### src/logic/sample_ram.sv
`default_nettype none

module sample_ram #(
    parameter int DEPTH = 64,
    parameter int WIDTH = 10
) (
    input  logic                     clk_250MHz,
    input  logic                     wen,
    input  logic [$clog2(DEPTH)-1:0] waddr,
    input  logic [WIDTH-1:0]         wdat,
    input  logic [$clog2(DEPTH)-1:0] raddr,
    output logic [WIDTH-1:0]         rdat
);

    logic [WIDTH-1:0] mem [DEPTH];

    // one cycle read latency
    always_ff @(posedge clk_250MHz) begin
        if (wen) begin
            mem[waddr] <= wdat;
        end
        rdat <= mem[raddr];
    end

endmodule

`default_nettype wire

### config.mk
export PLATFORM = sky130hd
export DESIGN_NAME = sample_ram
export DESIGN_NICKNAME = d
export VERILOG_FILES = /design/src/logic/sample_ram.sv
export SDC_FILE = /design/constraint.sdc
export NUM_CORES = 1
export LEC_CHECK = 0
export BUFFER_PORTS_ARGS = -buffer_cell sky130_fd_sc_hd__buf_2
export CORE_ASPECT_RATIO = 0.5
export CORE_MARGIN = 2
export CORE_UTILIZATION = 65
export CTS_CLUSTER_DIAMETER = 50
export DETAILED_ROUTE_END_ITERATION = 16
export PLACE_DENSITY = 0.82
export SLEW_MARGIN = 20
export SYNTH_ARGS = -nofsm -noshare
export SYNTH_HDL_FRONTEND = slang
export SYNTH_SLANG_ARGS = --single-unit
### constraint.sdc
create_clock -name clk_250MHz -period 6.4 [get_ports clk_250MHz]
set_clock_uncertainty 0.15 [all_clocks]
set_input_delay 0.96 -clock clk_250MHz [delete_from_list [all_inputs] [get_ports clk_250MHz]]
set_output_delay 0.96 -clock clk_250MHz [all_outputs]
set_load 0.1 [all_outputs]
==> flow_summary_export.csv <==
group,metric,value,unit
global_route,grtUsageTotal,29.0,%
floorplanning,die_w,282,um
synthesis,ys_ff_latch,650,
floorplanning,fp.dieArea,40300,um2
final_layout,final_util,72.5,%
synthesis,ys_types,37,
synthesis,syn_nets,1142,
power_and_ir_drop,p_per_area,304,nW/um2
power_and_ir_drop,ir_drop,0.000151,V
placed_design,dp.cells,1620,
synthesis,synth_cells,1118,
global_route,grt_pass1_vias,12200,
detailed_routing,vias,12100,
floorplanning,rows,50,
timing,finalHoldViolCount,0,
critical_path,critPathArrivalTime,3980,ps
critical_path,r2r-end,"rdat[3]",
clocking,clkTransAtPathRegs,70,ps
detailed_routing,viasPerCell,7.04,
placed_design,placed_area,25700,um2
detailed_routing,firstDrtPassIters,5,
detailed_routing,drc,0,
final_layout,layoutNonFillerInstCount,1716,
timing,tns,0,ps
placed_design,hpwl,30900,um
floorplanning,ios,34,
clocking,ctsHoldBuffers,0,
floorplanning,initial_core_util,66.5,%
detailed_routing,first_iter_violations,1895,
timing,rsz0062_at_grt,"false",
critical_path,worst_path_max_delay_cell,"a2111oi_2",
synthesis,ys_seq_area_share,77.4,%
final_layout,drive_gt1_share,25.8,%
clocking,clock-sinks,650,
critical_path,worstPathRequired,6720,ps
min_path,min_from,"raddr[5]",
flow_run,drv_cap,0,
critical_path,path_class,"in -> reg",
global_route,grt_pass1_wl,82500,um
global_route,antenna_found_initial,2,
critical_path,path_cells,"buf_8 > mux4_2 > mux2_4 > a2111oi_2 > a221oi_1 > a22o_1",
min_path,hold_depth,3,
clocking,numCtsBuffers,52,
min_path,hold_end,"rdat[2]",
global_route,grt_use_met2,45.1,%
clocking,post_cts_buffers,0,
timing,setup_violations,0,
timing,timing.fmax,273,MHz
global_route,met1_usage,42.0,%
critical_path,setup.worst_path.start_class,"primary input",
floorplanning,die_h,143,um
synthesis,netlist_area,25100,um2
placed_design,portBuffers,33,
synthesis,avgSynthCellArea,22.5,um2
floorplanning,core-area,37700,um2
min_path,hp-class,"in -> reg",
critical_path,worstSetupEndpointType,"flip-flop",
critical_path,crit_fanout,85,
clocking,cts_tree,"built",
timing,finalCriticalPeriod,3660,ps
detailed_routing,wl,55700,um
synthesis,ys_warn_count,0,
detailed_routing,ant_nets,0,
global_route,use_met3,7.12,%
placed_design,gp_congestion,0.843,
final_layout,fin_nets,1179,
clocking,clk_path_buf_depth,3,
critical_path,crit_path_max_incr_delay,730,ps
timing,slew-limit-headroom,23.2,%
final_layout,fin_area,27400,um2
timing,drv_slew,0,
final_layout,syn_to_final_growth,9.01,%
global_route,grt_overflow_total,0,
clocking,cts-root-buf,"clkbuf_16",
critical_path,r2r_slack,3630,ps
clocking,cts_resized,0,
detailed_routing,wl_per_cell,32.5,um
clocking,worstSkewPairLatency,580,ps
critical_path,reg2reg_from,"mem[52][3]",
global_route,top_usage_layer,"met2",
timing,fin_crit_sh,57.1,%
critical_path,r2r.worst_path.cells,5,
status,status,"finished clean",
global_route,grt_max_degree,86,
timing,worst_slew_pin_slew,1150,ps
clocking,htree_levels,2,
power_and_ir_drop,p_leak,8.49,nW
-- state kept, by name, indices dropped and copies added (netlist names) --
name,cells
mem,640
rdat,10
-- cells in the mapped netlist --
library cell	instances	share of area (%)
mux4_2	160	14
a2111oi_2	5	0.30
buf_6	2	0.090
dfxtp_1	10	0.80
nand3_1	7	0.14
buf_2	16	0.32
nor3_1	2	0.040
nand2b_1	6	0.15
o22ai_1	15	0.37
or3b_1	1	0.035
a221oi_2	1	0.060
nor2b_1	12	0.30
nor2_1	70	1.0
a211oi_1	9	0.27
nand4_1	2	0.050
mux2_4	5	0.30
or3_1	2	0.050
buf_1	3	0.045
buf_4	15	0.45
buf_8	1	0.060
o211ai_1	3	0.090
edfxtp_1	640	77
a21oi_1	1	0.020
nand3b_1	4	0.12
a22o_1	6	0.21
o221ai_1	1	0.035
and2_1	4	0.10
clkbuf_1	25	0.37
mux2_2	7	0.31
a2111oi_4	1	0.11
mux2i_1	52	2.1
o21ai_1	4	0.080
a221oi_1	5	0.17
nand4b_1	1	0.035
nand2_1	8	0.12
o31ai_1	3	0.090
a22oi_1	9	0.27
-- cells by family after synthesis --
family	after synthesis	share of synthesized area, %
flops	650	77.4
mux	224	17.0
simple gates	119	2.18
compound gates	63	2.08
buf+inv	62	1.34
-- report_power, final --
group          internal (mW)  switching (mW)  leakage, nW  total [mW]
logic                  0.161           0.335         1.86       0.497
registers               4.71          0.0136         5.84        4.72
clock network           1.66            1.44        0.783        3.10
total                   6.53            1.79         8.49        8.32
-- cells in the final DEF (no fill, tap or decap), types with 3 or more instances in the layout --
cell type,n
dfxtp_1,10
clkinv_2,10
a221oi_1,5
o31ai_1,3
mux4_2,160
bufinv_16,3
nor2_1,54
nand3b_1,4
mux2i_1,52
nand2_1,8
nor2b_1,12
o21ai_1,4
a2111oi_2,5
clkbuf_1,17
nand3_1,7
edfxtp_1,640
mux2_4,5
a22o_1,6
clkbuf_16,53
mux2_2,7
clkinv_1,9
nor2_2,16
buf_4,21
and2_1,4
o211ai_1,3
a22oi_1,9
a211oi_1,9
o22ai_1,15
nand2b_1,6
buf_2,21
-- metrics by stage --
| stage | total power, mW | hold WS, ps | setup slack (ps) |
|---|---|---|---|
| 2_1_floorplan | 5.12 | 661 | 3490 |
| 3_3_place_gp | 5.28 | 700 | 2280 |
| 3_5_place_dp | 5.30 | 723 | 2240 |
| 5_1_grt | 8.50 | 762 | 2660 |
| 4_1_cts | 8.32 | 720 | 2840 |
| 6_report | 8.32 | 757 | 2740 |
-- how the worst max path moves through the flow --
stage,from,to,cells past startpoint
3_5_place_dp,raddr[0],rdat[3],6
2_1_floorplan,raddr[0],rdat[2],7
3_3_place_gp,raddr[0],rdat[3],6
5_1_grt,raddr[0],rdat[3],6
6_report,raddr[0],rdat[3],6
4_1_cts,raddr[0],rdat[3],6
-- final cells by class --
type | instances | area [um2]
Antenna cell | 1 | 2.50
Clock buffer | 71 | 1400
Clock inverter | 23 | 190
Fill cell | 1952 | 10400
Multi-Input combinational cell | 406 | 5390
Sequential cell | 650 | 19400
Tap cell | 520 | 651
Timing Repair Buffer | 45 | 309
-- metal layers --
metal / vias up / routed length, um / share of wire (%)
met4: 0 / 1660 / 3.0
met1: 6225 / 20500 / 37
li1: 4775 / - / -
met2: 949 / 26600 / 48
met5: - / 0 / 0
met3: 137 / 6920 / 12
-- worst max-delay path: cells and delay by family --
| kind | cells | cell delay (ps) |
|---|---|---|
| muxes | 2 | 930 |
| buffers and inverters | 1 | 680 |
| AOI/OAI and AO/OA | 3 | 1330 |
Power figures use the tool's default switching activity.
