$ cat config.mk
export PLATFORM = sky130hd
export DESIGN_NAME = dac_divider
export DESIGN_NICKNAME = d
export VERILOG_FILES = /design/src/logic/dac_cfg_pkg.sv /design/src/logic/dac_divider.sv
export SDC_FILE = /design/constraint.sdc
export NUM_CORES = 1
export LEC_CHECK = 0
export ABC_AREA = 1
export ABC_CLOCK_PERIOD_IN_PS = 2400
export BUFFER_PORTS_ARGS = -buffer_cell sky130_fd_sc_hd__buf_4
export CAP_MARGIN = 15
export CORE_MARGIN = 2
export CORE_UTILIZATION = 35
export DETAILED_ROUTE_END_ITERATION = 8
export PLACE_DENSITY_LB_ADDON = 0.12
export SETUP_SLACK_MARGIN = 0.02
export SKIP_LAST_GASP = 1
export SLEW_MARGIN = 10
export SYNTH_ARGS = -nofsm -noshare
export SYNTH_HDL_FRONTEND = slang
export SYNTH_SLANG_ARGS = --single-unit
$ cat constraint.sdc
create_clock -name clk_250MHz -period 2.4 [get_ports clk_250MHz]
set_clock_uncertainty 0.1 [all_clocks]
set_input_delay 0.48 -clock clk_250MHz [delete_from_list [all_inputs] [get_ports clk_250MHz]]
set_output_delay 0.48 -clock clk_250MHz [all_outputs]
set_load 0.01 [all_outputs]
$ cat src/logic/dac_cfg_pkg.sv
`default_nettype none

package dac_cfg_pkg;

    // input sample and coefficient widths
    localparam int SAMPLE_W = 10;
    localparam int COE_W    = 10;

    // matrix limits
    localparam int MAX_COLS = 64;
    localparam int MAX_ROWS = 8;
    localparam int COL_W    = 6;
    localparam int ROW_W    = 3;

    // 64 products of 20 bits each fit without overflow
    localparam int ACC_W    = 26;
    localparam int DIV_W    = 5;

    localparam int DAC_W    = 10;
    localparam int DAC_MAX  = 1023;

    typedef struct packed {
        logic [ROW_W-1:0] row;
        logic [DAC_W-1:0] sample;
    } dac_result_t;

    typedef enum logic [1:0] {
        idle,
        accumulate,
        drain,
        divide_wait
    } engine_state_t;

endpackage

`default_nettype wire

$ cat src/logic/dac_divider.sv
`default_nettype none

module dac_divider
    import dac_cfg_pkg::*;
(
    input  logic             clk_250MHz,
    input  logic             rst,
    input  logic             div_start,
    input  logic [ACC_W-1:0] dividend,
    input  logic [ROW_W-1:0] div_row,
    input  logic [DIV_W-1:0] divisor,
    output logic             busy,
    output logic             dac_en,
    output dac_result_t      dac_out
);

    logic [ACC_W-1:0]         quo;
    logic [DIV_W-1:0]         rem;
    logic [DIV_W-1:0]         dvs;
    logic [ROW_W-1:0]         row;
    logic [$clog2(ACC_W)-1:0] step;
    logic [DIV_W:0]           rem_sh;
    logic [DIV_W+1:0]         trial;
    logic                     borrow;
    logic [ACC_W-1:0]         quo_nxt;
    logic                     last_step;

    // restoring step, msb of the dividend shifts into the remainder
    assign rem_sh    = {rem, quo[ACC_W-1]};
    assign trial     = {1'b0, rem_sh} - {2'b00, dvs};
    assign borrow    = trial[DIV_W+1];
    assign quo_nxt   = {quo[ACC_W-2:0], !borrow};
    assign last_step = busy && (int'(step) == ACC_W - 1);

    always_ff @(posedge clk_250MHz) begin
        if (rst) begin
            busy   <= 1'b0;
            dac_en <= 1'b0;
            step   <= '0;
        end else begin
            dac_en <= last_step;
            if (div_start) begin
                busy <= 1'b1;
                step <= '0;
            end else if (busy) begin
                step <= step + 1'b1;
                if (last_step) begin
                    busy <= 1'b0;
                end
            end
        end
    end

    always_ff @(posedge clk_250MHz) begin
        if (div_start) begin
            quo <= dividend;
            rem <= '0;
            dvs <= divisor;
            row <= div_row;
        end else if (busy) begin
            quo <= quo_nxt;
            rem <= borrow ? rem_sh[DIV_W-1:0] : trial[DIV_W-1:0];
        end
        // divisor 0 never borrows, all ones saturates too
        if (last_step) begin
            dac_out.row    <= row;
            dac_out.sample <= (quo_nxt > ACC_W'(DAC_MAX)) ? DAC_W'(DAC_MAX)
                                                          : quo_nxt[DAC_W-1:0];
        end
    end

endmodule

`default_nettype wire

==> flow_summary_export.csv <==
group,metric,value,unit
layout,syn2layout_area_growth,29.3,%
yosys,synthArstFlopShare,0,%
yosys,synth_commonest_cells,"nand2_1 (94), edfxtp_1 (47), inv_1 (35)",
yosys,synthAdderAreaFrac,4.17,%
yosys,synth.net_count,302,
route,drcViolationCount,0,
worst_setup_path,critPathBufInv,2,
cts,cts_tree,"yes",
cts,numCtsBuffers,9,
global_routing,grt_usage,12.7,%
yosys,synthSimpleGateAreaFrac,20.9,%
run_status,status,"completed",
yosys,netlist_area,0.00258,mm^2
route,num_vias,1839,
worst_setup_path,rr_worst_depth,7,
worst_setup_path,cp_data_required_time,2490,ps
global_routing,grt_pass1_wl,8.15,mm
worst_hold_path,min_path_cells,1,
worst_setup_path,slowest_stage,"fa_1",
floorplanning,core,0.00718,mm^2
sta,fmax,540,MHz
yosys,synth.yosys.seq_area_share,64.0,%
cts,cts_resized,0,
route,ant_nets,0,
global_routing,grt_max_degree,32,
worst_hold_path,hold-path-endpoint,"dvs[0]",
layout,multiInputGateArea,764,um^2
yosys,synth_compound_area_share,4.27,%
layout,finalInstanceArea,0.00334,mm^2
worst_setup_path,r2r-end,"quo[0]",
global_routing,grt_pass1_vias,1755,
layout,ff_latch_area,0.00165,mm^2
yosys,synthTopCellsByArea,"edfxtp_1 (55%), nand2_1 (14%), dfxtp_1 (9.3%)",
layout,drive_gt1_share,23.3,%
worst_setup_path,slowest_delay,400,ps
pwr,vdd_drop_max,0.259,mV
cts,clkTransAtPathRegs,70,ps
worst_hold_path,hp-start,"divisor[0]",
global_routing,antenna_found_initial,0,
yosys,synth_mux_area_share,0,%
layout,final_nets,362,
yosys,synth_warnings,0,
layout,num_antenna_cells,0,
worst_setup_path,cpMostUsedCell,"inv_1",
floorplanning,row_count,31,
yosys,synth_edf_count,47,
yosys,synth_ff_type,"edfxtp_1",
worst_setup_path,cp-start-kind,"flop",
yosys,syn-mean-instance-area,10.0,um^2
cts,cts_hold_buffers,0,
yosys,synth_xor_area_share,0.339,%
sta,slew_headroom,70.0,%
sta,rsz0062_at_grt,"false",
route,drt-total-wl,4.75,mm
yosys,ys_seq_elements,59,
pwr,powerDensity,763,mW/mm^2
sta,finalHoldViolCount,0,
sta,setup-violations-final,0,
worst_setup_path,crit_path_end_kind,"flop",
route,drt_first_pass_iters,4,
sta,fin_tns_setup,0,ps
worst_setup_path,crit_type,"flop to flop",
worst_setup_path,rrSetupSlack,550,ps
worst_setup_path,worstPathMaxFanout,5,
route,post_drt_via_cell_ratio,4.37,
cts,cts_setup_buffers,0,
worst_setup_path,crit_family,"adder cells",
floorplanning,dieArea,0.00807,mm^2
yosys,synthCells,257,
worst_setup_path,r2r-start,"dvs[0]",
cts,cts.path.max_buffers,2,
global_routing,gr-total-overflow,0,
job,cap_viol_max_count,0,
floorplanning,pin_count,52,
route,drt_iter0_markers,121,
sta,min_period_over_period,77.2,%
yosys,synth_top_area_share,54.7,%
cts,cts_max_level,3,
floorplanning,initial_core_util,36.0,%
placed_design,gp_congestion,0.786,
cts,clk_latency,330,ps
worst_setup_path,critical_path_arrival,1940,ps
placed_design,dp_hpwl,3.40,mm
route,wire_per_inst,11.3,um
cts,cts.sinks,59,
yosys,synth_largest_area_cell,"edfxtp_1",
worst_setup_path,cp_cell_sequence,"ha_1, fa_1, inv_1, nand3_1, nand3_2, inv_1, o21ai_2",
placed_design,io_buffers,51,
yosys,yosysMostFrequentCell,"nand2_1",
sta,slew_violations,0,
sta,worst_slew_pin_slew,448,ps
yosys,synth_top_family_by_area,"simple AND/OR/NAND/NOR gates",
worst_hold_path,min_path_type,"input port to flop",
worst_setup_path,startpoint,"dvs[0]",
sta,period_minus_slack,1850,ps
cts,root_buffer,"clkbuf_8",
floorplanning,die_h,89.9,um
layout,nFillCells,686,
yosys,synth.distinct_cells,25,
floorplanning,die_w,89.9,um
pwr,leakagePower,1.52,nW
placed_design,placed_cell_area,0.00309,mm^2
registers in the layout (all words and copies together) (netlist names):
name     count
rem          5
busy         1
dac_en       1
step         5
row          3
dvs          5
quo         26
dac_out     13
worst max path at each step:
stage / cells after the start / slack, ps / endpoint
final: 7 / 550 / quo[0]
after global routing: 7 / 410 / quo[0]
after CTS: 7 / 550 / quo[0]
after detailed placement: 6 / 550 / rem[1]
after global placement: 7 / 580 / quo[0]
after floorplan: 4 / 690 / dac_out[0]
kinds of logic (layout without fill, tap and decap cells):
family / Yosys count / in the layout
flip-flops: 59 / 59
XOR/XNOR: 1 / 1
buffers and inverters: 42 / 107
AO/OA/AOI/OAI: 20 / 20
adder cells (fa/ha/maj): 8 / 8
AND/OR/NAND/NOR: 127 / 127
report_power, final:
part	switching [mW]	internal (mW)
sequential	0.0327	1.18
clock	0.413	0.698
combinational	0.124	0.0981
total	0.569	1.98
cells in the final DEF, fill, tap and decap left out:
cell type	instances
nand2_1	94
nand4_1	5
inv_1	35
edfxtp_1	47
a211oi_1	1
o21ai_2	1
a31oi_1	1
o211ai_1	1
nand3_2	1
fa_1	1
clkinvlp_4	1
nand3_1	8
nor2_4	1
buf_4	55
nor2_1	6
clkinv_4	1
ha_1	7
xor2_1	1
inv_6	2
o21ai_0	11
nor4_1	5
a21oi_1	5
dfxtp_1	12
nor3b_1	1
clkinv_1	1
clkbuf_8	9
bufinv_16	3
nor3_1	5
nor2_2	1
worst register-to-register path, stage by stage, from the launching register on:
cell and delay, ps:
edfxtp_1 390, ha_1 220, fa_1 400, inv_1 90, nand3_1 170, nand3_2 160
inv_1 80, o21ai_2 100
through the flow:
step	setup slack [ps]	cells	power [mW]	utilization, %	hold slack [ps]
6_report	547	421	2.54	46.5	224
5_1_grt	408	421	2.67	46.5	203
4_1_cts	549	421	2.58	46.5	205
3_5_place_dp	552	405	1.46	43.0	307
3_3_place_gp	576	405	1.46	43.0	301
2_1_floorplan	687	257	1.36	-	300
layout make-up:
type	instances	area share, %
Multi-Input combinational cell	156	22.9
Clock inverter	7	3.71
Sequential cell	59	49.5
Clock buffer	9	3.71
Tap cell	99	3.71
Timing Repair Buffer	55	12.4
Inverter	36	4.05
layer usage:
layer  part of all wire, %  global-route usage [%]  vias up
met3                   4.3                    3.44        5
li1                      -                       -      974
met2                    44                    18.4       36
met1                    50                    17.6      824
met4                   1.4                    6.54        0
met5                     0                       0        -
Note: power is estimated with default switching activity, not from simulation.
