## src/logic/dac_cfg_pkg.sv

```systemverilog
`default_nettype none

package dac_cfg_pkg;

    // input sample and coefficient widths
    localparam int SAMPLE_W = 10;
    localparam int COE_W    = 10;

    // matrix limits
    localparam int MAX_COLS = 64;
    localparam int MAX_ROWS = 8;
    localparam int COL_W    = 6;
    localparam int ROW_W    = 3;

    // 64 products of 20 bits each fit without overflow
    localparam int ACC_W    = 26;
    localparam int DIV_W    = 5;

    localparam int DAC_W    = 10;
    localparam int DAC_MAX  = 1023;

    typedef struct packed {
        logic [ROW_W-1:0] row;
        logic [DAC_W-1:0] sample;
    } dac_result_t;

    typedef enum logic [1:0] {
        idle,
        accumulate,
        drain,
        divide_wait
    } engine_state_t;

endpackage

`default_nettype wire

```

## src/logic/mvm_ctrl.sv

```systemverilog
`default_nettype none

module mvm_ctrl
    import dac_cfg_pkg::*;
(
    input  logic                   clk_250MHz,
    input  logic                   rst,
    input  logic                   trg,
    input  logic [ROW_W:0]         num_rows,
    input  logic [COL_W:0]         num_cols,
    input  logic                   div_busy,
    output logic [COL_W-1:0]       vec_raddr,
    output logic [ROW_W+COL_W-1:0] coe_raddr,
    output logic                   mac_clear,
    output logic                   mac_acc,
    input  logic                   sum_valid,
    output logic                   div_start,
    output logic [ROW_W-1:0]       div_row,
    output engine_state_t          state
);

    logic [ROW_W-1:0] row;
    logic [COL_W-1:0] col;
    // row tags following the RAM and MAC stages
    logic [ROW_W-1:0] row_rd;
    logic [ROW_W-1:0] row_sum;
    logic             all_sent;
    logic             issue;
    logic             col_last;
    logic             sum_last;
    logic             handoff;

    assign issue     = (state == accumulate);
    assign vec_raddr = col;
    assign coe_raddr = {row, col};

    // a count of 0 runs to the full limit
    assign col_last = ({1'b0, col} == num_cols - 1'b1) || (&col);
    assign sum_last = ({1'b0, row_sum} == num_rows - 1'b1) || (&row_sum);

    always_comb begin
        handoff = 1'b0;
        if (state == drain && !all_sent) begin
            handoff = sum_valid && !div_busy;
        end else if (state == divide_wait) begin
            handoff = !div_busy;
        end
    end

    assign div_start = handoff;
    assign div_row   = row_sum;

    always_ff @(posedge clk_250MHz) begin
        if (rst) begin
            state     <= idle;
            row       <= '0;
            col       <= '0;
            all_sent  <= 1'b0;
            mac_acc   <= 1'b0;
            mac_clear <= 1'b0;
        end else begin
            // MAC controls line up with the registered RAM data
            mac_acc   <= issue;
            mac_clear <= issue && (col == '0);
            case (state)
                idle: begin
                    if (trg) begin
                        state    <= accumulate;
                        row      <= '0;
                        col      <= '0;
                        all_sent <= 1'b0;
                    end
                end
                accumulate: begin
                    if (col_last) begin
                        col   <= '0;
                        row   <= row + 1'b1;
                        state <= drain;
                    end else begin
                        col <= col + 1'b1;
                    end
                end
                drain: begin
                    if (all_sent && !div_busy) begin
                        state <= idle;
                    end else if (!all_sent && sum_valid && div_busy) begin
                        state <= divide_wait;
                    end
                end
                default: ;
            endcase
            if (handoff) begin
                if (sum_last) begin
                    state    <= drain;
                    all_sent <= 1'b1;
                end else begin
                    state <= accumulate;
                end
            end
        end
    end

    always_ff @(posedge clk_250MHz) begin
        if (issue) begin
            row_rd <= row;
        end
        if (mac_acc) begin
            row_sum <= row_rd;
        end
    end

endmodule

`default_nettype wire

```

## config.mk

```make
export PLATFORM = sky130hd
export DESIGN_NAME = mvm_ctrl
export DESIGN_NICKNAME = d
export VERILOG_FILES = /design/src/logic/dac_cfg_pkg.sv /design/src/logic/mvm_ctrl.sv
export SDC_FILE = /design/constraint.sdc
export NUM_CORES = 1
export LEC_CHECK = 0
export BUFFER_PORTS_ARGS = -buffer_cell sky130_fd_sc_hd__buf_4
export CORE_MARGIN = 2
export CORE_UTILIZATION = 50
export DETAILED_ROUTE_END_ITERATION = 8
export PLACE_DENSITY = 0.78
export SLEW_MARGIN = 20
export SYNTH_ARGS = -nofsm -noshare
export SYNTH_HDL_FRONTEND = slang
export SYNTH_SLANG_ARGS = --single-unit
```

## constraint.sdc

```tcl
create_clock -name clk_250MHz -period 4.7 [get_ports clk_250MHz]
set_input_delay 0.705 -clock clk_250MHz [delete_from_list [all_inputs] [get_ports clk_250MHz]]
set_output_delay 0.705 -clock clk_250MHz [all_outputs]
set_load 0.01 [all_outputs]
```

==> out/qor.txt <==
Skew final -> 0.00173 ns
Slew @ Worst Pin -> 0.413 ns
Vias in the first global route -> 1007
Clock H-tree levels -> 1
Unrepaired setup endpoints after global routing -> false
Grt met1 use -> 0.211
Clock sink count -> 20
Share of cells above drive strength 1 -> 0.271
Tot GR Track Use -> 0.200
Seq/Total Area, Yosys -> 0.351
Rel. slew slack -> 0.722
GRT met3 Usage -> 0.0430
1st-iter DRT viols -> 11
Synth warnings -> 0
Vias/cell -> 5.43
Routed WL per cell -> 12.9 um
Layout net count -> 204
Initial Util -> 0.529
Mapped Nets -> 170
Static Leak -> 0.000689 uW
CP Data Arrival Time -> 1.80 ns
Worst Path Required -> 3.99 ns
Synth Register Bits -> 20
Clock transition at path regs -> 0.10 ns
Multi-input logic area -> 748 um2
Via count -> 1125
Min-Delay Path Class -> register to register
Root Buffer Master -> clkbuf_4
Row count -> 18
Final Setup Violations -> 0
Setup Fix Bufs, Post-CTS -> 0
VDD IR-drop max -> 0.222 mV
Crit start category -> register
Crit path time final -> 2.51 ns
Die Ht -> 55.2 um
Fmax -> 399 MHz
Most Used Layer, Global Route -> met2
Critical Path Sink Type -> output port
Area of the mapped netlist -> 1310 um2
Syn avg cell area -> 9.10 um2
Global-route wire length before repair -> 4310 um
FF/Latch Area -> 460 um2
N_diodes -> 0
DRC -> 0
Largest net degree at the start of global routing -> 15
Area delta synth->final -> 21.8%
Slew Viols, Final -> 0
Hold buffers post-CTS -> 0
Hold Vio Cnt, Final -> 0
Gpl congestion -> 0.903
Initial antenna violation count -> 0
Dpl hpwl -> 2200 um
Placed Instances -> 203
Int Power -> 337 uW
Status -> completed
Cells after synthesis -> 144
WS Path Type -> register to output port
Fillers -> 219
Combinational fraction of design power -> 0.400
Sw frac -> 0.358
Clock Latency Late Sink -> 0.29 ns
Boundary Pins -> 39
Place WS -> 2.17 ns
Setup tns final -> 0 ns
Post-DRT Antenna Nets -> 0
Pwr dens -> 330 nW/um2
Total CTS buffers -> 3
First-pass DRT Iterations -> 4
Worst-case clock buffer depth -> 2
Fin cells -> 207
Post-route total power -> 526 uW
Full die area -> 3050 um2
Seq pwr share -> 0.450
CTS resizes -> 0
Port Buffer Count -> 38
Die X -> 55.2 um
GRT overflow -> 0
Core ar. -> 2480 um2
Post-Route WL -> 2680 um
TritonCTS clock tree -> yes
GR Util met2 -> 0.397
Final WS setup -> 2.19 ns
Max cap viols -> 0
Fin crit share -> 0.533
Clk pwr share -> 0.150
Crit path max fanout -> 6
Core Util, Final -> 0.644
Unique cell type count in the Yosys netlist -> 40
P_sw -> 188 uW
sequential cells by signal (all words and copies together), names as in the netlist:
signal     cells
row            3
mac_clear      1
row_rd         3
mac_acc        1
div_row        3
state          2
vec_raddr      6
all_sent       1
metrics by stage:
stage               instance area (um2)  hold slack (ns)
floorplan                          1310            0.400
global placement                   1570            0.403
detailed placement                 1570            0.406
CTS                                1600            0.431
global route                       1600            0.448
finish                             1600            0.433
critical path, stage by stage (launching register included):
cell     delay [ns]
dfxtp_1        0.46
inv_1          0.10
ha_1           0.26
nor2b_1        0.16
mux2i_1        0.11
nor2_1         0.24
buf_4          0.18
layout by cell type (no fill, tap or decap), drive strengths merged, types with 2 or more instances in the layout:
cell,synthesis,layout
buf,7,38
dfxtp,14,14
inv,10,10
ha,10,10
nand2b,9,9
xor2,9,9
nor2,8,8
nor3,8,8
a21oi,8,8
nand3,7,7
nand2,7,7
edfxtp,6,6
xnor2,6,6
o21ai,4,4
mux2i,3,3
nand4,3,3
clkbuf,2,3
nor2b,2,2
nor3b,2,2
or3,2,2
and3,2,2
per-layer routing:
layer	vias up	share of wire
met5	-	0
met4	0	0.0030
met3	2	0.050
met2	28	0.52
met1	530	0.42
li1	565	-
power groups by stage:
stage          Sequential (uW)  Combinational [uW]  Clock, uW
4_1_cts                    237                 213       81.2
5_1_grt                    241                 237       89.1
6_report                   236                 210       78.9
3_3_place_gp               238                 206          0
3_5_place_dp               241                 211          0
2_1_floorplan              242                 137          0
cell usage after synthesis:
| master | instances | area, um2 |
|---|---|---|
| o32ai_2 | 1 | 16.3 |
| or2_2 | 1 | 6.26 |
| a21boi_0 | 1 | 7.51 |
| a21o_2 | 1 | 8.76 |
| nand4_1 | 3 | 18.8 |
| nor2_1 | 8 | 30.0 |
| a21oi_1 | 7 | 35.0 |
| a211oi_1 | 1 | 7.51 |
| a41o_1 | 1 | 10.0 |
| nor3_1 | 8 | 40.0 |
| o31ai_1 | 1 | 7.51 |
| o22ai_1 | 1 | 6.26 |
| xor2_1 | 9 | 78.8 |
| buf_6 | 1 | 11.3 |
| o21ai_0 | 4 | 20.0 |
| buf_4 | 6 | 45.0 |
| inv_1 | 10 | 37.5 |
| nor2b_1 | 2 | 12.5 |
| nand2b_1 | 9 | 56.3 |
| xnor2_2 | 1 | 16.3 |
| dfxtp_1 | 14 | 280 |
| mux2i_1 | 3 | 30.0 |
| nor4_1 | 1 | 6.26 |
| nor3b_1 | 2 | 15.0 |
| and3_1 | 1 | 6.26 |
| o211a_1 | 1 | 10.0 |
| xnor2_1 | 5 | 43.8 |
| a211o_1 | 1 | 8.76 |
| and2_1 | 1 | 6.26 |
| clkbuf_1 | 2 | 7.51 |
| a2111oi_2 | 1 | 15.0 |
| a31oi_1 | 1 | 6.26 |
| nand3b_1 | 1 | 7.51 |
| nand2_1 | 7 | 26.3 |
| or3_1 | 2 | 12.5 |
| and3_2 | 1 | 7.51 |
| nand3_1 | 7 | 35.0 |
| edfxtp_1 | 6 | 180 |
| a21oi_2 | 1 | 8.76 |
| ha_1 | 10 | 125 |
layout make-up:
type	instances	area share
multi-input combinational	105	0.469
tap	30	0.0235
clock buffer	3	0.0141
timing repair buffer	38	0.179
inverter	10	0.0235
sequential	20	0.289
clock inverter	1	0.00235
cell families (layout without fill, tap and decap cells):
family | Yosys count | in the layout | share of synthesized area
AOI/OAI and AO/OA | 23 | 23 | 0.128
xor gates and xnor gates | 15 | 15 | 0.106
adders and majority gates | 10 | 10 | 0.0955
buffers and inverters | 19 | 52 | 0.0774
DFF | 20 | 20 | 0.351
muxes | 3 | 3 | 0.0229
and+or+nand+nor | 54 | 54 | 0.219
path summary, 6_finish.rpt:
| check | from | endpoint | slack [ns] | cells past startpoint |
|---|---|---|---|---|
| worst min-delay path | row_rd[2] | div_row[2] | 0.43 | 0 |
| worst min register to register | row_rd[2] | div_row[2] | 0.43 | 0 |
| worst max register to register | state[0] | vec_raddr[5] | 2.56 | 7 |
| worst max-delay path | state[0] | div_start | 2.19 | 6 |
Note: power is estimated with default switching activity, not from simulation.
