`config.mk`:
```
export PLATFORM = sky130hd
export DESIGN_NAME = mac_unit
export DESIGN_NICKNAME = d
export VERILOG_FILES = /design/src/logic/dac_cfg_pkg.sv /design/src/logic/mac_unit.sv
export SDC_FILE = /design/constraint.sdc
export NUM_CORES = 1
export LEC_CHECK = 0
export BUFFER_PORTS_ARGS = -buffer_cell sky130_fd_sc_hd__buf_2
export CAP_MARGIN = 20
export CORE_ASPECT_RATIO = 2
export CORE_MARGIN = 2
export CORE_UTILIZATION = 35
export CTS_CLUSTER_DIAMETER = 60
export DETAILED_ROUTE_END_ITERATION = 7
export PLACE_DENSITY = 0.63
export SLEW_MARGIN = 20
export SYNTH_ARGS = -nofsm -noshare
export SYNTH_HDL_FRONTEND = slang
export SYNTH_SLANG_ARGS = --single-unit
```
`constraint.sdc`:
```
create_clock -name clk_250MHz -period 8.2 [get_ports clk_250MHz]
set_input_delay 1.64 -clock clk_250MHz [delete_from_list [all_inputs] [get_ports clk_250MHz]]
set_output_delay 1.64 -clock clk_250MHz [all_outputs]
set_load 0.1 [all_outputs]
```
`src/logic/dac_cfg_pkg.sv`:
```
`default_nettype none

package dac_cfg_pkg;

    // input sample and coefficient widths
    localparam int SAMPLE_W = 10;
    localparam int COE_W    = 10;

    // matrix limits
    localparam int MAX_COLS = 64;
    localparam int MAX_ROWS = 8;
    localparam int COL_W    = 6;
    localparam int ROW_W    = 3;

    // 64 products of 20 bits each fit without overflow
    localparam int ACC_W    = 26;
    localparam int DIV_W    = 5;

    localparam int DAC_W    = 10;
    localparam int DAC_MAX  = 1023;

    typedef struct packed {
        logic [ROW_W-1:0] row;
        logic [DAC_W-1:0] sample;
    } dac_result_t;

    typedef enum logic [1:0] {
        idle,
        accumulate,
        drain,
        divide_wait
    } engine_state_t;

endpackage

`default_nettype wire

```
`src/logic/mac_unit.sv`:
```
`default_nettype none

module mac_unit
    import dac_cfg_pkg::*;
(
    input  logic                clk_250MHz,
    input  logic                rst,
    input  logic                mac_clear,
    input  logic                mac_acc,
    input  logic [SAMPLE_W-1:0] sample,
    input  logic [COE_W-1:0]    coe,
    output logic [ACC_W-1:0]    sum,
    output logic                sum_valid
);

    logic [SAMPLE_W+COE_W-1:0] product;
    logic                      acc_q;

    assign product = {{COE_W{1'b0}}, sample} * {{SAMPLE_W{1'b0}}, coe};

    always_ff @(posedge clk_250MHz) begin
        if (rst) begin
            acc_q <= 1'b0;
        end else begin
            acc_q <= mac_acc;
        end
    end

    // clear loads the first product of a row
    always_ff @(posedge clk_250MHz) begin
        if (mac_acc) begin
            sum <= mac_clear ? ACC_W'(product) : sum + ACC_W'(product);
        end
    end

    // row done once accumulation stops or the next row clears
    assign sum_valid = acc_q && (mac_clear || !mac_acc);

endmodule

`default_nettype wire

```
==> results of run 1 <==
-- Yosys cell counts, drive strengths merged (3+ instances only) --
library cell	number	area, um2
fa	63	1261
xor2	13	113.9
mux2	10	112.6
o21a	5	37.54
inv	76	285.3
nor3	5	25.02
a211o	3	26.28
o211ai	4	30.03
nand2b	6	37.54
nand4	8	50.05
and2	62	387.9
a31oi	5	31.28
a21oi	40	200.2
a21o	10	75.07
nand2	78	292.8
nor2b	6	37.54
ha	77	963.4
xnor2	19	166.4
o21bai	3	22.52
clkbuf	20	77.57
nand3	4	20.02
a211oi	5	37.54
edfxtp	26	780.8
o31ai	5	37.54
nor2	17	63.81
or3	3	18.77
and3	3	18.77
o21ai	35	178.9
-- metal layers --
metal	routed length (um)	part of all wire	track usage
met1	5171	0.35	0.1788
met2	8661	0.59	0.3617
met3	275	0.019	0.008177
met4	692	0.047	0.09159
met5	0	0	0
-- critical path, stage by stage --
cell and delay, ns:
buf_2 0.22, nand2_1 0.11, fa_1 0.56, inv_1 0.06
fa_1 0.50, inv_1 0.05, fa_1 0.47, inv_1 0.05
fa_1 0.54, inv_1 0.06, fa_1 0.53, inv_1 0.04
ha_1 0.34, a21oi_1 0.19, o21ai_0 0.15, o21ai_0 0.32
nand4_1 0.16, and2_1 0.19, ha_1 0.41, nand2_1 0.16
o21bai_1 0.20, nor2_1 0.19, a2111oi_4 0.08, or4_1 0.48
a21oi_1 0.19
-- per-stage QoR --
stage               worst slack (ns)  std cells
CTS                           0.2955        889
global route                 0.02998        889
global placement              0.1117        885
finish                        0.4206        889
detailed placement           0.06340        885
floorplan                     0.5655        641
-- cells by family after synthesis --
logic type	share of synthesized area
and+or+nand+nor	0.1821
adders and majority gates	0.3919
AOI/OAI and AO/OA	0.1501
buffers and inverters	0.06568
xor gates and xnor gates	0.04937
DFF	0.1411
muxes	0.01984
-- flip-flops by register name, summed over array words and instances, names as in the netlist --
register,flops
sum,26
acc_q,1
-- layout make-up --
type	count	area share
Tap cell	201	0.03993
Clock buffer	4	0.01251
Sequential cell	27	0.1271
Inverter	76	0.04529
Multi-Input combinational cell	516	0.7175
Timing Repair Buffer	65	0.05761
-- path summary, 6_finish.rpt --
check / from / endpoint / cells after the start
worst min-delay path: sum[0] / sum[0] / 2
worst max register to register: sum[0] / sum[18] / 8
worst max-delay path: sample[5] / sum[24] / 25
worst min register to register: sum[0] / sum[0] / 2
-- repair_timing --
action / CTS / global route
gates resized for setup: 0 / 3
endpoints found under the setup margin: 0 / 4
buffers inserted: 0 / 0
==> metrics list, run 1 <==
- In the finished design, the share of the clock period the worst path needs comes to 0.9487.
- Crit path time final: 7.779 ns
- Die span in y: 184.1 um
- Area of the multi-input gates: 4519 um2
- For this run, the top clock speed supported by timing is 128.5 MHz.
- Maximum net fanout on the critical path: 10
* Hold WS: 0.7100 ns
- The number of global-route vias before repair is 5063.
- Vias post-DR: 4741
* Overall die width: 94.06 um
- The worst setup path is launched from an input port.
- At the pin with the least slew margin, the transition time is 0.5723 ns.
- Relative slew slack: 0.6145
- A synthesized cell averages 8.856 um2.
* CTS buffer count: 3
- Clock tree sinks: 27
- Number of DRC violations after detailed routing: 0
* Reg area: 800.8 um2
* Max Cap Viol: 0
- Antenna violations before repair: 0
- Full die area: 17320 um2
- Clock root buffer: clkbuf_16
- Synthesis produced a netlist with a net count of 805.
- The finished cells cover 6299 um2.
- Number of diodes added for antenna fixing: 0
- Counting flops with a built-in enable in the synthesized netlist gives 26.
* Total number of H-tree levels: 1
* All-layer global routing usage: 0.1800
- Yosys Warn Count: 0
- After synthesis, the share of flip-flops with an asynchronous set or reset is 0.
* Layout Utilization: 0.3972
- In this run the cell area of the synthesized design comes to 5677 um2.
- The detail route stage leaves a number of antenna-violating nets equal to 0.
- Setup violations remaining at the end of the flow were counted as 0.
- Worst R2R Setup Slack: 5.37 ns
- For this run the aggregate overflow at the end of global routing stands at 0.
- Required @ worst endpoint: 8.31 ns
* Layout Skew: 0.002225 ns
* Type of the worst setup path: input port to flip-flop
* Placed cell area: 6203 um2
* Post-DP HPWL: 12720 um
* Top-level I/O count: 51
* Setup repair after global routing missed its margin: false
- Max Buffers Root-to-Sink: 2
* Wire length of the first global-routing pass: 24440 um
- For this design, the CTS-stage hold fixing added 0 buffers.
- After floorplanning, the core was sized to cover 15860 um2.
- The most used flip-flop cell after synthesis is edfxtp_1.
* Port Buffers: 50
* Fill cells: 1632
- Clk pin slew, worst setup/hold paths: 0.07 ns
* P&R area growth vs syn: 10.95%
- After detailed routing, the total wire length is 14800 um.
- Of the cells placed in the final design, the portion with a size suffix greater than 1 is 0.1279.
* Wire length per cell: 16.65 um
- Data on the critical path arrives at its endpoint at 7.89 ns.
* Most common library cell in the layout ignoring fill and taps: nand2_1
* Ratio of routed vias to standard cells: 5.333
* Syn Inst Count: 641
* Final net count: 853
- Run status: finished clean
- Cell Rows: 65
- Final number of hold-violating endpoints: 0
* Largest net degree at the start of global routing: 30
- After the first detailed-routing iteration, the DRC count stood at 149.
- In the layout the commonest cells are 78 x nand2_1, 77 x ha_1, 75 x inv_1, 63 x fa_1, 62 x and2_1.
- In the final timing run, aggregate negative setup slack is 0 ns.
- Number of storage elements in the synthesis netlist: 27
- Routability-driven placement finished with a final weighted congestion of 0.8864.
- The max-slew violation total from the final report was 0.
- Effective utilization at floorplan: 0.3579
- TritonCTS built the clock tree.
- The later pin in the worst-skew pair is clocked with a latency of 0.27 ns.
- Hold/Removal Path Class: flip-flop to flip-flop
- For this run, the register share of the synthesized area comes to 0.1411.
* Pre-antenna DRT Iters: 6
* Kind of end point of the critical path: flip-flop
- Unique cell type count in the Yosys netlist: 55
Power of run 1 is not shown: default switching activity piles up to over one toggle a cycle in this logic, so the estimate is an artifact.
==> run 2, diff against run 1 <==
--- a/config.mk
+++ b/config.mk
@@ -12,7 +12,7 @@
 export CORE_UTILIZATION = 35
 export CTS_CLUSTER_DIAMETER = 60
 export DETAILED_ROUTE_END_ITERATION = 7
-export PLACE_DENSITY = 0.63
+export PLACE_DENSITY = 0.65
 export SLEW_MARGIN = 20
 export SYNTH_ARGS = -nofsm -noshare
 export SYNTH_HDL_FRONTEND = slang
==> constraint.sdc (replaced) <==
create_clock -name clk_250MHz -period 7 [get_ports clk_250MHz]
set_input_delay 1.4 -clock clk_250MHz [delete_from_list [all_inputs] [get_ports clk_250MHz]]
set_output_delay 1.4 -clock clk_250MHz [all_outputs]
set_load 0.1 [all_outputs]
==> run 2 against run 1 <==
- utilization up 8.3 points
- worst setup slack worse by 0.38 ns
- sequential share of layout area down 2.2 points
- global-route usage up 1.7 points
- flip-flop and latch count unchanged
- via count up 7.7%
- first-iteration DRC count up 15%
- critical path type unchanged
- critical endpoint is now sum[25]
==> metrics list, run 2 (same netlist as run 1, synthesis figures left out) <==
- The logic depth of the worst register-to-register path came to 8 (unchanged).
- In this run the worst hold path is classified as flip-flop to flip-flop.
* Run status: finished clean
- The max-slew headroom at the worst pin was 0.5494 (-0.06508).
- The number of nets with antenna violations after detailed routing is 0 (unchanged).
- The post-placement cell area came to 6943 um2 (+12%).
- Number of diodes added for antenna fixing: 0 (unchanged)
* Final setup vio count: 0 (unchanged)
* Startpoint type of the worst setup path: input port
- The total overflow reported by the global router is 0 (unchanged).
- The number of global-route vias before repair was 5733 (+13%).
* Setup repair after global routing missed its margin: true
- The maximum clock skew at final layout is 0.002832 ns (+0.0006066 ns).
* All-layer global routing usage: 0.1973 (+0.01726)
* Total number of H-tree levels: 1 (unchanged)
- The routability-driven placement congestion ratio came to 0.8833 (-0.35%).
- Clock root buffer: clkbuf_16
- The number of antenna violations at the first check in global routing came to 0 (unchanged).
* Number of DRC violations after detailed-routing iteration 0: 172 (+15%)
- The final layout net count came to 951 (+11%).
- The die footprint is 17320 um2 (unchanged).
- Fraction of layout instances using a drive strength above 1: 0.3359 (+0.2080)
* Post-DP HPWL: 13370 um (+5.1%)
* Overall die width: 94.06 um (unchanged)
- Crit path time final: 6.957 ns
- In this run the worst setup path terminates at sum[25].
* Launch point of the critical path: coe[5]
- The mean routed wirelength per cell came to 16.38 um (-1.6%).
* Wire length of the first global-routing pass: 26680 um (+9.2%)
- Largest net degree at the start of global routing: 30 (unchanged)
- In the finished design, the share of the clock period the worst path needs comes to 0.9939.
* Die span in y: 184.1 um (unchanged)
- Top-level I/O count: 51 (unchanged)
- The fill cell total of the finished layout is 1542 (-5.5%).
* TritonCTS clock tree: done
* Largest registers: sum (26), acc_q (1)
* Clock tree sinks: 27 (unchanged)
* Cell Rows: 65 (unchanged)
- Area of the multi-input gates: 4986 um2 (+10%)
* Clk pin slew, worst setup/hold paths: 0.07 ns (about the same)
- The area of all placed cells without fillers is 7615 um2 (+21%).
- Capturing point of the worst reg2reg path: sum[12]
- Worst R2R Setup Slack: 4.22 ns (-1.15 ns)
- Number of DRC violations after detailed routing: 0 (unchanged)
* P&R area growth vs syn: 34.14%
- STA classifies the critical path endpoint as a flip-flop.
* Highest Clock Rate: 143.7 MHz
- The final wirelength came to 16170 um (+9.2%).
* Final number of hold-violating endpoints: 0 (unchanged)
- Slew @ Worst Pin: 0.6759 ns (+0.1037 ns)
- Register ranked first by flip-flop count: sum
- Effective utilization at floorplan: 0.3579 (unchanged)
- Final Max Slew Viols: 0 (unchanged)
- Required @ worst endpoint: 7.04 ns (-1.27 ns)
* Reg area: 800.8 um2 (unchanged)
- Leaving out fill and tap cells, the most frequent cells in the layout are 116 x buf_4, 70 x inv_1, 66 x nand2_1, 66 x ha_1.
* Largest register FFs: 26 (unchanged)
- The pre-CTS setup slack is -0.5586 ns (-0.6220 ns).
- RR Startpoint: sum[0]
- The critical path data arrival time is 6.99 ns (-0.90 ns).
* CTS hold repair buffers: 0 (unchanged)
- The total of max-cap violations is 0 (unchanged).
- Vias post-DR: 5107 (+7.7%)
- The number of buffers added by the clock tree synthesis step is 3 (unchanged).
- The insertion delay to the later sink of the worst-skew pair is 0.28 ns (about the same).
- The count of port buffers added during placement is 50 (unchanged).
* Maximum net fanout on the critical path: 8 (-2)
- Max Buffers Root-to-Sink: 2 (unchanged)
* Most common library cell in the layout ignoring fill and taps: buf_4
* Ratio of routed vias to standard cells: 5.174 (-3.0%)
* Pre-antenna DRT Iters: 5 (-1)
* Worst Slack Setup Final: 0.04254 ns (-0.3780 ns)
* Type of the worst setup path: input port to flip-flop
- The floorplan core area is 15860 um2 (unchanged).
[run 2: cell types whose count changed in the layout (fill, tap and decap cells not counted), moves of 8 or more]
cell and change:
a21oi_1 -14, a21oi_2 +12, buf_2 -18, buf_4 +101, buf_6 +11, ha_1 -11
ha_4 +10, nand2_1 -12, nand2_2 +9, o21ai_0 -16, o21ai_1 +8
[run 2: timing repair]
item,4_1_cts,5_1_grt
gates resized for setup,76,56
pin swaps,36,49
setup buffers,6,3
gates cloned,0,0
setup endpoints to repair,16,16
[run 2: cell type report]
| type | count | area share |
|---|---|---|
| Multi-Input combinational cell | 516 | 0.6548 |
| Clock buffer | 4 | 0.01035 |
| Sequential cell | 27 | 0.1052 |
| Inverter | 76 | 0.03746 |
| Tap cell | 201 | 0.03303 |
| Timing Repair Buffer | 163 | 0.1592 |
[run 2: worst min path at each step]
stage               startpoint       to  slack [ns]  cells past startpoint
finish                  sum[0]   sum[0]        0.71                      2
global route            sum[0]   sum[0]        0.76                      2
CTS                     sum[0]   sum[0]        0.72                      2
detailed placement      sum[0]   sum[0]        0.70                      2
global placement        sum[0]   sum[0]        0.69                      2
floorplan              sum[25]  sum[25]        1.18                      2
[run 2: layer usage]
layer | vias up | GRT usage | wire [um]
met3 | 50 | 0.009403 | 278
met4 | 0 | 0.1107 | 875
met2 | 99 | 0.4137 | 9826
met5 | - | 0 | 0
li1 | 2456 | - | -
met1 | 2502 | 0.1753 | 5186
[run 2: through the flow]
step / utilization / instances / hold WS (ns) / setup TNS (ns)
2_1_floorplan: - / 641 / 1.176 / 0
4_1_cts: 0.4653 / 984 / 0.7186 / 0
3_5_place_dp: 0.4378 / 974 / 0.7010 / -7.556
5_1_grt: 0.4802 / 987 / 0.7605 / -2.105
3_3_place_gp: 0.4378 / 974 / 0.6866 / -6.823
6_report: 0.4802 / 987 / 0.7146 / 0
[run 2: worst max-delay path: stages]
cell and delay [ns]:
buf_8 0.12, and2_4 0.16, fa_2 0.39, fa_1 0.56, inv_2 0.04, fa_1 0.52
inv_2 0.04, fa_1 0.55, inv_2 0.04, fa_1 0.52, inv_2 0.05, ha_4 0.30
nand2_4 0.06, buf_6 0.12, o21ai_4 0.18, a31oi_4 0.13, xnor2_2 0.18, ha_4 0.31
nand4_1 0.10, or3_4 0.41, o22ai_4 0.18, o21a_1 0.18, o2111ai_2 0.13, mux2_4 0.32
Power of run 2 is left out for the same reason.
==> run 3, diff against run 2 <==
--- a/config.mk
+++ b/config.mk
@@ -12,7 +12,7 @@
 export CORE_UTILIZATION = 35
 export CTS_CLUSTER_DIAMETER = 60
 export DETAILED_ROUTE_END_ITERATION = 7
-export PLACE_DENSITY = 0.65
+export PLACE_DENSITY_LB_ADDON = 0.08
 export SLEW_MARGIN = 20
 export SYNTH_ARGS = -nofsm -noshare
 export SYNTH_HDL_FRONTEND = slang
==> run 3 against run 2 <==
- via count is 0.92% higher
- first-iteration DRC count is 26% lower
- hold slack worse by 0.00090 ns
- global-route usage is 0.28 points higher
- cell count is 1.9% higher
- utilization is 2.2 points higher
- critical path depth is 1 lower
- non-clock buffer count is 19 higher
- die area stayed put
- worst setup slack better by 0.0087 ns
- maximum frequency is 0.13% higher
- wire length is 1.8% higher
- highest routed layer unchanged
==> metrics list, run 3 (same netlist as run 1, synthesis figures left out) <==
- The insertion delay to the later sink of the worst-skew pair is 0.28 ns (about the same).
* Overall die width: 94.06 um (unchanged)
- The antenna diode count came to 0 (unchanged).
* Max Buffers Root-to-Sink: 2 (unchanged)
- The final layout net count was 970 (+2.0%).
- Fraction of layout instances using a drive strength above 1: 0.3702 (+0.03431)
- Maximum net fanout on the critical path: 6 (-2)
- The internal reg-to-reg setup slack was 4.18 ns (-0.04 ns).
- The number of buffers added by the clock tree synthesis step is 3 (unchanged).
- Effective utilization at floorplan: 0.3579 (unchanged)
- The total overflow reported by the global router was 0 (unchanged).
* Kind of end point of the critical path: flip-flop
* Final Max Slew Viols: 0 (unchanged)
- Cell Chain, Critical Path: buf_12 -> nand2_4 -> fa_1 -> inv_2 -> fa_1 -> inv_1 -> fa_1 -> inv_1 -> fa_1 -> inv_1 -> fa_1 -> inv_2 -> ha_4 -> nand2_4 -> a211oi_4 -> o21ai_2 -> a31oi_1 -> xor2_1 -> ha_4 -> and3_4 -> a211o_1 -> o2111ai_2 -> mux2_4
* Run status: finished clean
- On the critical path the largest part of the delay comes from adder cells.
- Antenna violations before repair: 0 (unchanged)
* Port Buffers: 50 (unchanged)
- The data required time at the worst endpoint is 7.04 ns (about the same).
* Pre-antenna DRT Iters: 4 (-1)
- Final number of hold-violating endpoints: 0 (unchanged)
- Startpoint type of the worst setup path: input port
- Largest register FFs: 26 (unchanged)
* Total number of H-tree levels: 1 (unchanged)
* Cell Rows: 65 (unchanged)
- The worst register-to-register path begins at sum[0].
- Die span in y: 184.1 um (unchanged)
- The number of buffers and inverters on the critical path came to 6 (unchanged).
- Layout Skew: 0.002915 ns (+0.00008360 ns)
- Leaving out fill and tap cells, the most frequent cell in the layout is buf_4.
- Arr. time, crit path: 6.99 ns (about the same)
- Crit path time final: 6.949 ns (-0.008731 ns)
- Relative slew slack: 0.6059 (+0.05655)
- Slew @ Worst Pin: 0.5911 ns (-0.08483 ns)
- The clock transition at the register clock pins on the worst setup and hold paths after CTS is 0.08 ns (about the same).
- The storage element area came to 800.8 um2 (unchanged).
* Cell depth of the worst min-delay path: 2 (unchanged)
- Final ANT Viol Nets: 0 (unchanged)
- The violation count after the first detailed-routing iteration came to 127 (-26%).
- Sum of routed wire length over all layers: 16460 um (+1.8%)
- Register ranked first by flip-flop count: sum
* Number of DRC violations after detailed routing: 0 (unchanged)
- Largest stage delay on the critical path: 0.55 ns (about the same)
- P&R area growth vs syn: 40.36%
- Clock root buffer: clkbuf_16
* Ratio of routed vias to standard cells: 5.123 (-0.99%)
- TritonCTS built the clock tree.
* Setup repair after global routing missed its margin: true
- CTS hold repair buffers: 0 (unchanged)
- The critical path in this run is classified as input port to flip-flop.
- The global-route wire length before repair came to 27410 um (+2.7%).
- Vias post-DR: 5154 (+0.92%)
- The slowest stage of the critical path is the fa_1 cell.
- The routability-driven placement congestion ratio was 0.8934 (+1.1%).
- Full die area: 17320 um2 (unchanged)
* Post-DP HPWL: 13640 um (+2.0%)
* Clock tree sinks: 27 (unchanged)
- Final critical-path share of the clock period: 0.9927 (-0.001247)
- The cell count after placement came to 978 (+0.41%).
- The total of max-cap violations was 0 (unchanged).
- The mean routed wirelength per cell was 16.36 um (-0.11%).
- The number of global-route vias before repair came to 5759 (+0.45%).
- The setup violation total in the final timing report is 0 (unchanged).
- The maximum clock frequency came to 143.9 MHz (+0.13%).
- Hold WS: 0.7137 ns (-0.0008990 ns)
- Capturing point of the worst reg2reg path: sum[14]
- The logic depth of the worst register-to-register path came to 8 (unchanged).
* Fill cells: 1556 (+0.91%)
- The worst hold path begins at sum[0].
* Library cell appearing most often on the critical path: fa_1
- Commonest cells after routing, fill and taps aside: 131 x buf_4, 68 x inv_1, 64 x nand2_1, 62 x ha_1, 60 x fa_1
* All-layer global routing usage: 0.2001 (+0.002836)
- Area of the multi-input gates: 5099 um2 (+2.3%)
- The largest registers in the layout are sum (26), acc_q (1).
* Top-level I/O count: 51 (unchanged)
- Layout Utilization: 0.5024 (+0.02225)
- Standard cell core area: 15860 um2 (unchanged)
- Largest net degree at the start of global routing: 30 (unchanged)
- Hold/Removal Path Class: flip-flop to flip-flop
* Capture endpoint of the worst hold path: sum[0]
- Post-Route Setup TNS: 0 ns (unchanged)
- The final instance count without filler cells was 1006 (+1.9%).
## run 3: cell types whose count changed in the layout (fill, tap and decap cells not counted), moves of 2 or more
cell	change
buf_12	+6
nor2_2	-2
ha_1	-4
buf_6	-5
buf_8	+3
nand2_2	+2
o21ai_1	+3
nand2_1	-2
buf_4	+15
inv_2	+2
inv_1	-2
ha_4	+5
nor2_4	+2
## run 3: how the worst max path moves through the flow
stage                          from  endpoint  slack (ns)  cells past startpoint
final                        coe[1]   sum[25]        0.05                     23
after global routing      sample[7]   sum[25]       -0.10                     23
after CTS                    coe[8]   sum[25]       0.004                     23
after detailed placement  sample[0]   sum[17]       -0.66                     24
after global placement    sample[0]   sum[17]       -0.65                     24
after floorplan              coe[3]   sum[25]       0.002                     25
## run 3: per-stage QoR
stage,instance area [um2],worst slack [ns]
after floorplan,5773,0.002489
after detailed placement,6973,-0.6599
after CTS,7445,0.003653
after global routing,7968,-0.1004
final,7968,0.05127
after global placement,6973,-0.6549
## run 3: per-layer routing
metal  vias to the layer above  GRT usage  part of all wire
met5                         -          0                 0
met4                         0    0.08580             0.033
met3                        37   0.006950             0.014
met2                        82     0.4191              0.62
met1                      2539     0.1919              0.34
li1                       2496          -                 -
## run 3: cell type report
type,instances,share of cell area
Clock buffer,3,0.009422
Clock inverter,1,0.0006281
Inverter,76,0.03580
Multi-Input combinational cell,516,0.6399
Sequential cell,27,0.1005
Tap cell,201,0.03156
Timing Repair Buffer,182,0.1822
## run 3: repair_timing
item	CTS	global route
pin swaps	43	56
setup buffers	10	14
resized for setup	92	79
setup endpoints to repair	16	16
cloned	0	1
## run 3: worst min-delay path: stages (launching register included)
cell and delay [ns]:
edfxtp_1 0.35, ha_1 0.13, mux2_2 0.13
Power of run 3 is left out for the same reason.
